`config.mk`:
```
export PLATFORM = sky130hd
export DESIGN_NAME = mul_array_top
export DESIGN_NICKNAME = d
export VERILOG_FILES = /design/src/design/mul_array_pkg.sv /design/src/design/apb_operand_feeder.sv /design/src/design/mul_array_top.sv /design/src/design/mul_lane.sv /design/src/design/product_collector.sv
export SDC_FILE = /design/constraint.sdc
export NUM_CORES = 2
export LEC_CHECK = 0
export BUFFER_PORTS_ARGS = -buffer_cell sky130_fd_sc_hd__buf_2
export CORE_AREA = 2 2 602 424
export CTS_BUF_LIST = sky130_fd_sc_hd__clkbuf_4 sky130_fd_sc_hd__clkbuf_8
export DETAILED_ROUTE_END_ITERATION = 10
export DIE_AREA = 0 0 604 426
export SETUP_SLACK_MARGIN = 0.5
export SYNTH_ARGS = -nofsm -noshare
export SYNTH_HDL_FRONTEND = slang
export SYNTH_HIERARCHICAL = 1
export SYNTH_SLANG_ARGS = --single-unit
```
`constraint.sdc`:
```
create_clock -name clk -period 12.9 [get_ports clk]
set_input_delay 0.645 -clock clk [delete_from_list [all_inputs] [get_ports clk]]
set_output_delay 0.645 -clock clk [all_outputs]
set_load 0.05 [all_outputs]
```
`src/design/mul_array_pkg.sv`:
```
// Shared constants, APB register map and lane configuration types, imported by every design module
package mul_array_pkg;

    // Bus and datapath widths
    localparam int apb_addr_w     = 8;
    localparam int apb_data_w     = 32;
    localparam int operand_w      = 16;
    localparam int product_w      = 32;
    localparam int num_data_words = 4;

    // Register map, one 32-bit word per address, word step of 4
    localparam logic [apb_addr_w-1:0] addr_data_base   = 8'h00;
    localparam logic [apb_addr_w-1:0] addr_cfg_base    = 8'h10;
    localparam logic [apb_addr_w-1:0] addr_ctrl        = 8'h40;
    localparam logic [apb_addr_w-1:0] addr_status      = 8'h44;
    localparam logic [apb_addr_w-1:0] addr_result_base = 8'h80;

    // Per-lane configuration word as seen by the lane
    typedef struct packed {
        logic [13:0]          reserved;
        logic [1:0]           sel;
        logic [operand_w-1:0] coef;
    } lane_cfg_t;

    // Same word, written from the bus as raw and read out as fields
    typedef union packed {
        logic [apb_data_w-1:0] raw;
        lane_cfg_t             fields;
    } lane_cfg_u;

endpackage

```
`src/design/apb_operand_feeder.sv`:
```
// APB slave of the multiply array: operand registers, start snapshot and launch, read-back mux
`timescale 1ns/100ps

module apb_operand_feeder #(
    parameter int NUM_LANES = 4
) (
    input  logic                                                 clk,
    input  logic                                                 arst_n,
    input  logic                                                 psel,
    input  logic                                                 penable,
    input  logic                                                 pwrite,
    input  logic [mul_array_pkg::apb_addr_w-1:0]                 paddr,
    input  logic [mul_array_pkg::apb_data_w-1:0]                 pwdata,
    output logic [mul_array_pkg::apb_data_w-1:0]                 prdata,
    output logic                                                 pready,
    output logic                                                 pslverr,
    input  logic [NUM_LANES*mul_array_pkg::product_w-1:0]        results,
    input  logic                                                 busy,
    input  logic                                                 done,
    output logic                                                 launch,
    output logic [mul_array_pkg::num_data_words*mul_array_pkg::operand_w-1:0] data_words,
    output logic [NUM_LANES*$clog2(mul_array_pkg::num_data_words)-1:0] lane_sel,
    output logic [NUM_LANES*mul_array_pkg::operand_w-1:0]        lane_coef
);
    import mul_array_pkg::*;

    localparam int sel_w = $clog2(num_data_words);

    logic                  access;
    logic                  aligned;
    logic [apb_addr_w-1:0] data_off;
    logic [apb_addr_w-1:0] cfg_off;
    logic [apb_addr_w-1:0] res_off;
    logic [1:0]            data_idx;
    logic [2:0]            cfg_idx;
    logic [2:0]            res_idx;
    logic                  is_data;
    logic                  is_cfg;
    logic                  is_ctrl;
    logic                  is_status;
    logic                  is_result;
    logic                  mapped;
    logic                  wr_en;
    logic                  start_wr;

    // Host-visible registers and the copies taken at start
    logic [operand_w-1:0]  data_q    [num_data_words];
    logic [operand_w-1:0]  data_snap [num_data_words];
    lane_cfg_u             cfg_q     [NUM_LANES];
    lane_cfg_u             cfg_snap  [NUM_LANES];

    // Address decode, offsets wrap below each base so the range test fails there
    assign access    = psel && penable;
    assign aligned   = (paddr[1:0] == 2'b00);
    assign data_off  = paddr - addr_data_base;
    assign cfg_off   = paddr - addr_cfg_base;
    assign res_off   = paddr - addr_result_base;
    assign data_idx  = data_off[3:2];
    assign cfg_idx   = cfg_off[4:2];
    assign res_idx   = res_off[4:2];
    assign is_data   = aligned && (data_off[apb_addr_w-1:2] < num_data_words);
    assign is_cfg    = aligned && (cfg_off[apb_addr_w-1:2] < NUM_LANES);
    assign is_result = aligned && (res_off[apb_addr_w-1:2] < NUM_LANES);
    assign is_ctrl   = (paddr == addr_ctrl);
    assign is_status = (paddr == addr_status);
    assign mapped    = is_data || is_cfg || is_ctrl || is_status || is_result;

    assign wr_en     = access && pwrite;
    assign start_wr  = wr_en && is_ctrl && pwdata[0];

    // No wait states
    assign pready  = 1'b1;
    // Status and result words are read only
    assign pslverr = access && (!mapped || (pwrite && (is_status || is_result)));

    always_ff @(posedge clk or negedge arst_n) begin
        if (!arst_n) begin
            launch <= 1'b0;
            for (int i = 0; i < num_data_words; i++) begin
                data_q[i]    <= '0;
                data_snap[i] <= '0;
            end
            for (int i = 0; i < NUM_LANES; i++) begin
                cfg_q[i].raw    <= '0;
                cfg_snap[i].raw <= '0;
            end
        end else begin
            launch <= start_wr;
            if (wr_en && is_data) begin
                data_q[data_idx] <= pwdata[operand_w-1:0];
            end
            for (int i = 0; i < NUM_LANES; i++) begin
                if (wr_en && is_cfg && cfg_idx == i) begin
                    cfg_q[i].raw <= pwdata;
                end
            end
            // Freeze operands for the operation being launched
            if (start_wr) begin
                data_snap <= data_q;
                cfg_snap  <= cfg_q;
            end
        end
    end

    // Lane-facing outputs come from the snapshot only
    always_comb begin
        for (int i = 0; i < num_data_words; i++) begin
            data_words[i*operand_w +: operand_w] = data_snap[i];
        end
        for (int i = 0; i < NUM_LANES; i++) begin
            lane_sel[i*sel_w +: sel_w]         = cfg_snap[i].fields.sel;
            lane_coef[i*operand_w +: operand_w] = cfg_snap[i].fields.coef;
        end
    end

    // Read mux; control reads back as zero, status is {done, busy} in bits 1:0
    always_comb begin
        prdata = '0;
        if (is_data) begin
            prdata = apb_data_w'(data_q[data_idx]);
        end else if (is_cfg) begin
            for (int i = 0; i < NUM_LANES; i++) begin
                if (cfg_idx == i) begin
                    prdata = cfg_q[i].raw;
                end
            end
        end else if (is_status) begin
            prdata = apb_data_w'({done, busy});
        end else if (is_result) begin
            for (int i = 0; i < NUM_LANES; i++) begin
                if (res_idx == i) begin
                    prdata = results[i*product_w +: product_w];
                end
            end
        end
    end

    // Starts are at least two cycles apart on APB
    a_launch_single: assert property (@(posedge clk) disable iff (!arst_n) launch |=> !launch)
        else $error("launch held for more than one cycle");

endmodule

```
`src/design/mul_array_top.sv`:
```
// Multiply array top level: APB feeder, generated multiply lanes and product collector
`timescale 1ns/100ps

module mul_array_top #(
    parameter int NUM_LANES = 4
) (
    input  logic                                  clk,
    input  logic                                  arst_n,
    input  logic                                  psel,
    input  logic                                  penable,
    input  logic                                  pwrite,
    input  logic [mul_array_pkg::apb_addr_w-1:0]  paddr,
    input  logic [mul_array_pkg::apb_data_w-1:0]  pwdata,
    output logic [mul_array_pkg::apb_data_w-1:0]  prdata,
    output logic                                  pready,
    output logic                                  pslverr
);
    import mul_array_pkg::*;

    localparam int sel_w = $clog2(num_data_words);

    logic                                  launch;
    logic [num_data_words*operand_w-1:0]   data_words;
    logic [NUM_LANES*sel_w-1:0]            lane_sel;
    logic [NUM_LANES*operand_w-1:0]        lane_coef;
    logic [NUM_LANES-1:0]                  prod_valid;
    logic [NUM_LANES*product_w-1:0]        product;
    logic [NUM_LANES*product_w-1:0]        results;
    logic                                  busy;
    logic                                  done;

    // Config and result windows hold eight words each
    if (NUM_LANES < 1 || NUM_LANES > 8) begin : gen_lane_check
        $error("NUM_LANES must be between 1 and 8");
    end

    apb_operand_feeder #(
        .NUM_LANES (NUM_LANES)
    ) u_feeder (
        .clk        (clk),
        .arst_n     (arst_n),
        .psel       (psel),
        .penable    (penable),
        .pwrite     (pwrite),
        .paddr      (paddr),
        .pwdata     (pwdata),
        .prdata     (prdata),
        .pready     (pready),
        .pslverr    (pslverr),
        .results    (results),
        .busy       (busy),
        .done       (done),
        .launch     (launch),
        .data_words (data_words),
        .lane_sel   (lane_sel),
        .lane_coef  (lane_coef)
    );

    for (genvar i = 0; i < NUM_LANES; i++) begin : gen_lanes
        mul_lane u_lane (
            .clk        (clk),
            .arst_n     (arst_n),
            .launch     (launch),
            .data_words (data_words),
            .lane_sel   (lane_sel[i*sel_w +: sel_w]),
            .lane_coef  (lane_coef[i*operand_w +: operand_w]),
            .prod_valid (prod_valid[i]),
            .product    (product[i*product_w +: product_w])
        );
    end

    product_collector #(
        .NUM_LANES (NUM_LANES)
    ) u_collector (
        .clk        (clk),
        .arst_n     (arst_n),
        .launch     (launch),
        .prod_valid (prod_valid),
        .product    (product),
        .results    (results),
        .busy       (busy),
        .done       (done)
    );

endmodule

```
`src/design/mul_lane.sv`:
```
// One multiply lane: registered operand select, then a two-stage partial-product multiplier
`timescale 1ns/100ps

module mul_lane (
    input  logic                                                 clk,
    input  logic                                                 arst_n,
    input  logic                                                 launch,
    input  logic [mul_array_pkg::num_data_words*mul_array_pkg::operand_w-1:0] data_words,
    input  logic [$clog2(mul_array_pkg::num_data_words)-1:0]     lane_sel,
    input  logic [mul_array_pkg::operand_w-1:0]                  lane_coef,
    output logic                                                 prod_valid,
    output logic [mul_array_pkg::product_w-1:0]                  product
);
    import mul_array_pkg::*;

    localparam int grp_n    = 4;
    localparam int grp_size = operand_w / grp_n;

    logic [operand_w-1:0] sel_word;
    logic                 s1_valid;
    logic [operand_w-1:0] s1_data;
    logic [operand_w-1:0] s1_coef;
    logic [operand_w-1:0] pp       [operand_w];
    logic [product_w-1:0] grp_next [grp_n];
    logic                 s2_valid;
    logic [product_w-1:0] s2_grp   [grp_n];

    // Operand pick by select field
    always_comb begin
        case (lane_sel)
            2'd0:    sel_word = data_words[0*operand_w +: operand_w];
            2'd1:    sel_word = data_words[1*operand_w +: operand_w];
            2'd2:    sel_word = data_words[2*operand_w +: operand_w];
            2'd3:    sel_word = data_words[3*operand_w +: operand_w];
            default: sel_word = '0;
        endcase
    end

    // Stage 1, selected word and coefficient
    always_ff @(posedge clk or negedge arst_n) begin
        if (!arst_n) begin
            s1_valid <= 1'b0;
            s1_data  <= '0;
            s1_coef  <= '0;
        end else begin
            s1_valid <= launch;
            s1_data  <= sel_word;
            s1_coef  <= lane_coef;
        end
    end

    // One partial product per coefficient bit, shifted and summed in groups of four
    always_comb begin
        for (int i = 0; i < operand_w; i++) begin
            pp[i] = s1_coef[i] ? s1_data : '0;
        end
        for (int g = 0; g < grp_n; g++) begin
            grp_next[g] = '0;
            for (int j = 0; j < grp_size; j++) begin
                grp_next[g] = grp_next[g] +
                              (product_w'(pp[g*grp_size + j]) << (g*grp_size + j));
            end
        end
    end

    // Stage 2, group sums
    always_ff @(posedge clk or negedge arst_n) begin
        if (!arst_n) begin
            s2_valid <= 1'b0;
            for (int g = 0; g < grp_n; g++) begin
                s2_grp[g] <= '0;
            end
        end else begin
            s2_valid <= s1_valid;
            s2_grp   <= grp_next;
        end
    end

    // Stage 3, final unsigned sum
    always_ff @(posedge clk or negedge arst_n) begin
        if (!arst_n) begin
            prod_valid <= 1'b0;
            product    <= '0;
        end else begin
            prod_valid <= s2_valid;
            product    <= s2_grp[0] + s2_grp[1] + s2_grp[2] + s2_grp[3];
        end
    end

    a_valid_latency: assert property (
        @(posedge clk) disable iff (!arst_n) prod_valid |-> $past(launch, 3)
    ) else $error("prod_valid without a launch three cycles earlier");

endmodule

```
`src/design/product_collector.sv`:
```
// Captures the lane products and derives busy and done from the count of operations in flight
`timescale 1ns/100ps

module product_collector #(
    parameter int NUM_LANES = 4
) (
    input  logic                                          clk,
    input  logic                                          arst_n,
    input  logic                                          launch,
    input  logic [NUM_LANES-1:0]                          prod_valid,
    input  logic [NUM_LANES*mul_array_pkg::product_w-1:0] product,
    output logic [NUM_LANES*mul_array_pkg::product_w-1:0] results,
    output logic                                          busy,
    output logic                                          done
);
    import mul_array_pkg::*;

    // Latency 4 with starts two cycles apart keeps at most three in flight
    localparam int cnt_w = 3;

    logic [cnt_w-1:0] inflight;
    logic             retire;
    logic             last_retire;

    // Lanes run in lockstep, lane 0 stands for all of them
    assign retire      = prod_valid[0];
    assign last_retire = retire && !launch && (inflight == cnt_w'(1));

    always_ff @(posedge clk or negedge arst_n) begin
        if (!arst_n) begin
            inflight <= '0;
        end else if (launch && !retire) begin
            inflight <= inflight + 1'b1;
        end else if (!launch && retire) begin
            inflight <= inflight - 1'b1;
        end
    end

    always_ff @(posedge clk or negedge arst_n) begin
        if (!arst_n) begin
            done <= 1'b0;
        end else if (launch) begin
            done <= 1'b0;
        end else if (last_retire) begin
            done <= 1'b1;
        end
    end

    assign busy = (inflight != '0);

    // Result registers, each lane written on its own valid
    always_ff @(posedge clk or negedge arst_n) begin
        if (!arst_n) begin
            results <= '0;
        end else begin
            for (int i = 0; i < NUM_LANES; i++) begin
                if (prod_valid[i]) begin
                    results[i*product_w +: product_w] <= product[i*product_w +: product_w];
                end
            end
        end
    end

    a_no_underflow: assert property (
        @(posedge clk) disable iff (!arst_n) retire |-> (inflight != '0)
    ) else $error("product retired with no operation in flight");

    a_lanes_lockstep: assert property (
        @(posedge clk) disable iff (!arst_n) (prod_valid == '0) || (prod_valid == '1)
    ) else $error("lane valids out of step");

endmodule

```
==> out/results.md <==
| Stage | Item | This run |
|:---|:---|:---|
| route | Routed wl met3 | 17300 µm |
| placed design | Post-Place Setup Slack | 7900 ps |
| global route | Global routing usage summed across all routing layers | 17.3% |
| logic synthesis | Multiplexer area fraction after synthesis | 11.3% |
| die | Core Footprint | 251000 µm² |
| clock network | Count of cells resized by post-cts repair | 0 |
| clock network | Clock transition time at the flip-flop clock pins of the worst setup and hold paths | 70 ps |
| route | Detailed Routing Iterations Pass 1 | 6 |
| critical path | Reg-to-Reg End | gen_lanes[1].u_lane/s2_grp[113] |
| placed design | Cell Area, Placed | 79000 µm² |
| sta | Shortest period the worst path allows | 5240 ps |
| clock network | H-tree lvl count | 4 |
| placed design | Quantity of I/O buffers inserted on ports | 77 |
| layout | Number of nets in the finished design | 8189 |
| critical path | Kind of start point of the critical path | flip-flop |
| layout | Multi-input combinational cell area | 45200 µm² |
| logic synthesis | Post-synth top area share | 34.9% |
| route | Total number of vias | 52935 |
| placed design | Routability congestion estimate | 0.898 |
| sta | Final clock period utilization by the worst path | 40.6% |
| die | DIE WIDTH | 604 µm |
| placed design | Half-perimeter wire length of the detailed placement result | 168000 µm |
| logic synthesis | Synthesized netlist net count | 8125 |
| clock network | Number of CTS-inserted buffers | 172 |
| layout | Share of layout cells above drive strength 1 | 15.3% |
| clock network | Clock root buffer master | sky130_fd_sc_hd__clkbuf_8 |
| clock network | Clock Sinks | 1049 |
| critical path | Maximum net fanout on the critical path | 16 |
| layout | Layout filler cell count | 24980 |
| layout | Area of all sequential standard cells | 26300 µm² |
| hold path | Cell depth of the worst hold path | 2 |
| global route | Vias in the first global route | 53519 |
| hold path | Hold path start | pwdata[1] |
| critical path | Required time of the critical path | 13670 ps |
| logic synthesis | Adder-Cell Fraction of Synth Area | 23.4% |
| layout | Most common library cell in the layout ignoring fill and taps | sky130_fd_sc_hd__dfrtp_1 |
| logic synthesis | Xor-xnor portion of the synthesized cell area | 3.88% |
| hold path | Endpoint, Worst Hold | u_feeder/data_q[17] |
| global route | Wire length of the first global-routing pass | 341000 µm |
| route | Met2 Routed Length | 90900 µm |
| sta | Achievable frequency | 191 MHz |
| route | Final routed DRC violation total | 0 |
| die | Die boundary height | 426 µm |
| global route | Initial antenna violation count | 38 |
| logic synthesis | Ys flop type | sky130_fd_sc_hd__dfrtp_1 |
| pwr | Maximum resistive drop on vdd | 0.0926 mV |
| sta | Setup TNS Final | 0 ps |
| layout | Area delta synth->final | 10.6% |
| logic synthesis | Synthesized area per cell | 10.8 µm² |
| critical path | Capturing element type of the critical path | flip-flop |
| layout | Top library cells by usage in the layout, fill and taps aside | 1045 x sky130_fd_sc_hd__dfrtp_1, 847 x sky130_fd_sc_hd__nand2_1, 695 x sky130_fd_sc_hd__inv_1 |
| outcome | Outcome | finished, final reports clean |
| route | Routed length per instance | 20.9 µm |
| pwr | Power per cell area | 82.5 nW/µm² |
| logic synthesis | Warning count from the yosys run | 6 |
| logic synthesis | Number of enable flip-flop cells after synthesis | 0 |
| sta | Count of endpoints failing setup in the final report | 0 |
| logic synthesis | Synthesized-area fraction occupied by ao, oa, aoi and oai cells | 9.62% |
| sta | Setup Skew | 66.5 ps |
| logic synthesis | Post-Syn Instances | 6978 |
| route | Metal1 wirelength | 106000 µm |
| critical path | Arrival time at the worst endpoint | 6000 ps |
| logic synthesis | Post-synth cell types | 115 |
| logic synthesis | Sequential share of the synthesized area | 34.9% |
| sta | Final hold violation count | 0 |
| logic synthesis | Dominant combinational cell family by area after synthesis | adder cells |
| clock network | Clk_lat worst skew | 910 ps |
| logic synthesis | Cell Area, Synth | 75200 µm² |
| hold path | Type of the most critical hold path | primary input to flip-flop |
| global route | Congestion Overflow GR | 0 |
| die | Initial Util | 30.0% |
| logic synthesis | Fraction of synthesis flops using an asynchronous set or reset pin | 100% |
| sta | Worst-Margin Slew | 1260 ps |
| sta | Relative slew slack | 15.5% |
| critical path | Start-to-end type of the worst setup path | flip-flop to flip-flop |
| die | FP Rows | 154 |
| sta | Final worst-path setup slack | 7660 ps |
| global route | Largest net degree at the start of global routing | 176 |
| pwr | Leakage power total | 43.6 nW |
| sta | RSZ-0062 raised after global routing | false |
| sta | Count of final max-slew check failures | 0 |
| route | Aggregate routed wire length | 220000 µm |
| route | First DRT Iteration DRCs | 4762 |
| critical path | Reg2reg start | gen_lanes[1].u_lane/s1_data[2] |
| clock network | Post-CTS setup buffer count | 0 |
| route | Remaining antenna violation count after routing | 0 |
| critical path | Flop2flop setup slack | 7660 ps |
| die | Die area | 257000 µm² |
| die | Io pins | 79 |
| critical path | Worst-case reg-to-reg path depth | 19 |
| route | Top metal layer carrying routed signals | met5 |
| route | Number of vias per cell after detailed routing | 5.02 |
| logic synthesis | Cell taking the most area after synthesis | sky130_fd_sc_hd__dfrtp_1 |
| logic synthesis | Largest cells by area after synthesis | sky130_fd_sc_hd__dfrtp_1 35%, sky130_fd_sc_hd__fa_1 14%, sky130_fd_sc_hd__ha_1 9.9% |
| clock network | Maximum count of clock buffers along a single path | 3 |
| layout | Area of all placed cells without fillers | 83200 µm² |
| logic synthesis | Synth Area in Simple Gates | 11.7% |
| logic synthesis | Synthesized flop and latch total | 1049 |
| clock network | TritonCTS clock tree | built |
| run | Count of maximum capacitance violations | 0 |
-- power by group --
group | internal, mW | switching [mW] | total, mW | leakage, nW
Clock | 1.92 | 1.47 | 3.39 | 2.07
Sequential | 3.30 | 0.00923 | 3.31 | 14.6
Combinational | 0.0383 | 0.132 | 0.171 | 26.8
-- worst max-delay path: stages (launching register included) --
cell,delay [ps]
sky130_fd_sc_hd__dfrtp_1,720
sky130_fd_sc_hd__nand2_1,160
sky130_fd_sc_hd__fa_1,570
sky130_fd_sc_hd__inv_1,40
sky130_fd_sc_hd__ha_1,330
sky130_fd_sc_hd__nor2b_1,150
sky130_fd_sc_hd__o21ai_0,410
sky130_fd_sc_hd__a21oi_1,200
sky130_fd_sc_hd__nor4_1,430
sky130_fd_sc_hd__nor2_1,150
sky130_fd_sc_hd__a31oi_1,220
sky130_fd_sc_hd__xnor2_1,140
sky130_fd_sc_hd__ha_1,320
sky130_fd_sc_hd__a21o_1,210
sky130_fd_sc_hd__a21oi_1,140
sky130_fd_sc_hd__nor2b_1,60
sky130_fd_sc_hd__a311o_2,390
sky130_fd_sc_hd__a21o_1,200
sky130_fd_sc_hd__a21oi_2,150
sky130_fd_sc_hd__xnor2_1,130
-- cell families (layout without fill, tap and decap cells) --
| logic type | Yosys count | in the layout |
|---|---|---|
| DFF | 1049 | 1049 |
| xor gates and xnor gates | 333 | 333 |
| adders and majority gates | 1102 | 1102 |
| buffers and inverters | 947 | 1149 |
| muxes | 620 | 620 |
| and+or+nand+nor | 1861 | 1861 |
| AOI/OAI and AO/OA | 1065 | 1065 |
| other | 1 | 11 |
-- cell usage after synthesis (9+ instances only) --
cell                       number
sky130_fd_sc_hd__a211o_1       14
sky130_fd_sc_hd__a211oi_1      32
sky130_fd_sc_hd__a21o_1       145
sky130_fd_sc_hd__a21oi_1      268
sky130_fd_sc_hd__a221oi_1      20
sky130_fd_sc_hd__a31oi_1       32
sky130_fd_sc_hd__and2_1       351
sky130_fd_sc_hd__and3_1        25
sky130_fd_sc_hd__buf_1         11
sky130_fd_sc_hd__buf_12        12
sky130_fd_sc_hd__buf_2         43
sky130_fd_sc_hd__clkbuf_1     177
sky130_fd_sc_hd__dfrtp_1     1049
sky130_fd_sc_hd__fa_1         508
sky130_fd_sc_hd__ha_1         594
sky130_fd_sc_hd__inv_1        695
sky130_fd_sc_hd__mux2_2       355
sky130_fd_sc_hd__mux2_4       129
sky130_fd_sc_hd__mux2i_1       35
sky130_fd_sc_hd__mux4_2        98
sky130_fd_sc_hd__nand2_1      847
sky130_fd_sc_hd__nand2b_1      45
sky130_fd_sc_hd__nand3_1       81
sky130_fd_sc_hd__nand3b_1      12
sky130_fd_sc_hd__nand4_1       27
sky130_fd_sc_hd__nor2_1       249
sky130_fd_sc_hd__nor2b_1       59
sky130_fd_sc_hd__nor3_1        81
sky130_fd_sc_hd__nor4_1        11
sky130_fd_sc_hd__o211ai_1      27
sky130_fd_sc_hd__o21a_1        60
sky130_fd_sc_hd__o21ai_0      169
sky130_fd_sc_hd__o21ai_1       30
sky130_fd_sc_hd__o21bai_1      34
sky130_fd_sc_hd__o22a_1        16
sky130_fd_sc_hd__o22ai_1       41
sky130_fd_sc_hd__o311ai_0      11
sky130_fd_sc_hd__o31a_1         9
sky130_fd_sc_hd__o31ai_1       19
sky130_fd_sc_hd__or2_2          9
sky130_fd_sc_hd__or3_1         16
sky130_fd_sc_hd__xnor2_1      247
sky130_fd_sc_hd__xor2_1        86
-- metrics by stage --
stage               util [%]  power [mW]  std cells  hold WS [ps]
floorplan                  -        3.41       6978           331
global placement        31.5        3.53      10204           333
detailed placement      31.5        3.54      10205           335
CTS                     33.1        6.95      10534          33.2
global route            33.2        7.12      10543          61.2
finish                  33.2        6.87      10544           117
-- layout make-up --
| cell class | count | share of cell area (%) |
|---|---|---|
| Inverter | 695 | 3.13 |
| Antenna cell | 10 | 0.0301 |
| Timing Repair Buffer | 142 | 1.18 |
| Tap cell | 3354 | 5.04 |
| Clock inverter | 58 | 0.935 |
| Clock buffer | 254 | 3.87 |
| Sequential cell | 1049 | 31.5 |
| Multi-Input combinational cell | 4982 | 54.3 |
-- registers in the layout (all words and copies together), names as in the netlist --
name and count:
u_feeder/cfg_q 128, gen_lanes.u_lane/s2_valid 4, u_feeder/launch 1, gen_lanes.u_lane/s1_data 64, gen_lanes.u_lane/s2_grp 320, u_feeder/data_q 64
gen_lanes.u_lane/prod_valid 4, u_collector/inflight 3, u_collector/results 128, gen_lanes.u_lane/product 128, u_feeder/data_words 64, u_feeder/lane_sel 8
u_collector/done 1, gen_lanes.u_lane/s1_coef 64, u_feeder/lane_coef 64, gen_lanes.u_lane/s1_valid 4
-- worst max path at each step --
| stage | depth (start not counted) | slack [ps] | endpoint | startpoint |
|---|---|---|---|---|
| 3_5_place_dp | 19 | 7900 | gen_lanes[1].u_lane/s2_grp[113] | gen_lanes[1].u_lane/s1_data[4] |
| 2_1_floorplan | 20 | 8560 | gen_lanes[1].u_lane/s2_grp[113] | gen_lanes[1].u_lane/s1_data[2] |
| 4_1_cts | 19 | 7830 | gen_lanes[1].u_lane/s2_grp[113] | gen_lanes[1].u_lane/s1_data[4] |
| 6_report | 19 | 7660 | gen_lanes[1].u_lane/s2_grp[113] | gen_lanes[1].u_lane/s1_data[2] |
| 3_3_place_gp | 19 | 7870 | gen_lanes[1].u_lane/s2_grp[113] | gen_lanes[1].u_lane/s1_coef[2] |
| 5_1_grt | 19 | 7440 | gen_lanes[1].u_lane/s2_grp[113] | gen_lanes[1].u_lane/s1_data[2] |
-- metal layers --
| layer | global-route usage (%) | vias to the layer above |
|---|---|---|
| met3 | 3.72 | 326 |
| met1 | 25.8 | 27041 |
| met5 | 0 | - |
| met4 | 5.22 | 10 |
| met2 | 24.8 | 1779 |
| li1 | - | 23779 |
-- timing repair --
| action | CTS | global route |
|---|---|---|
| hold endpoints to repair | 152 | 0 |
| hold buffers | 17 | 0 |
| setup endpoints to repair | 0 | 0 |
Power figures use the tool's default switching activity.
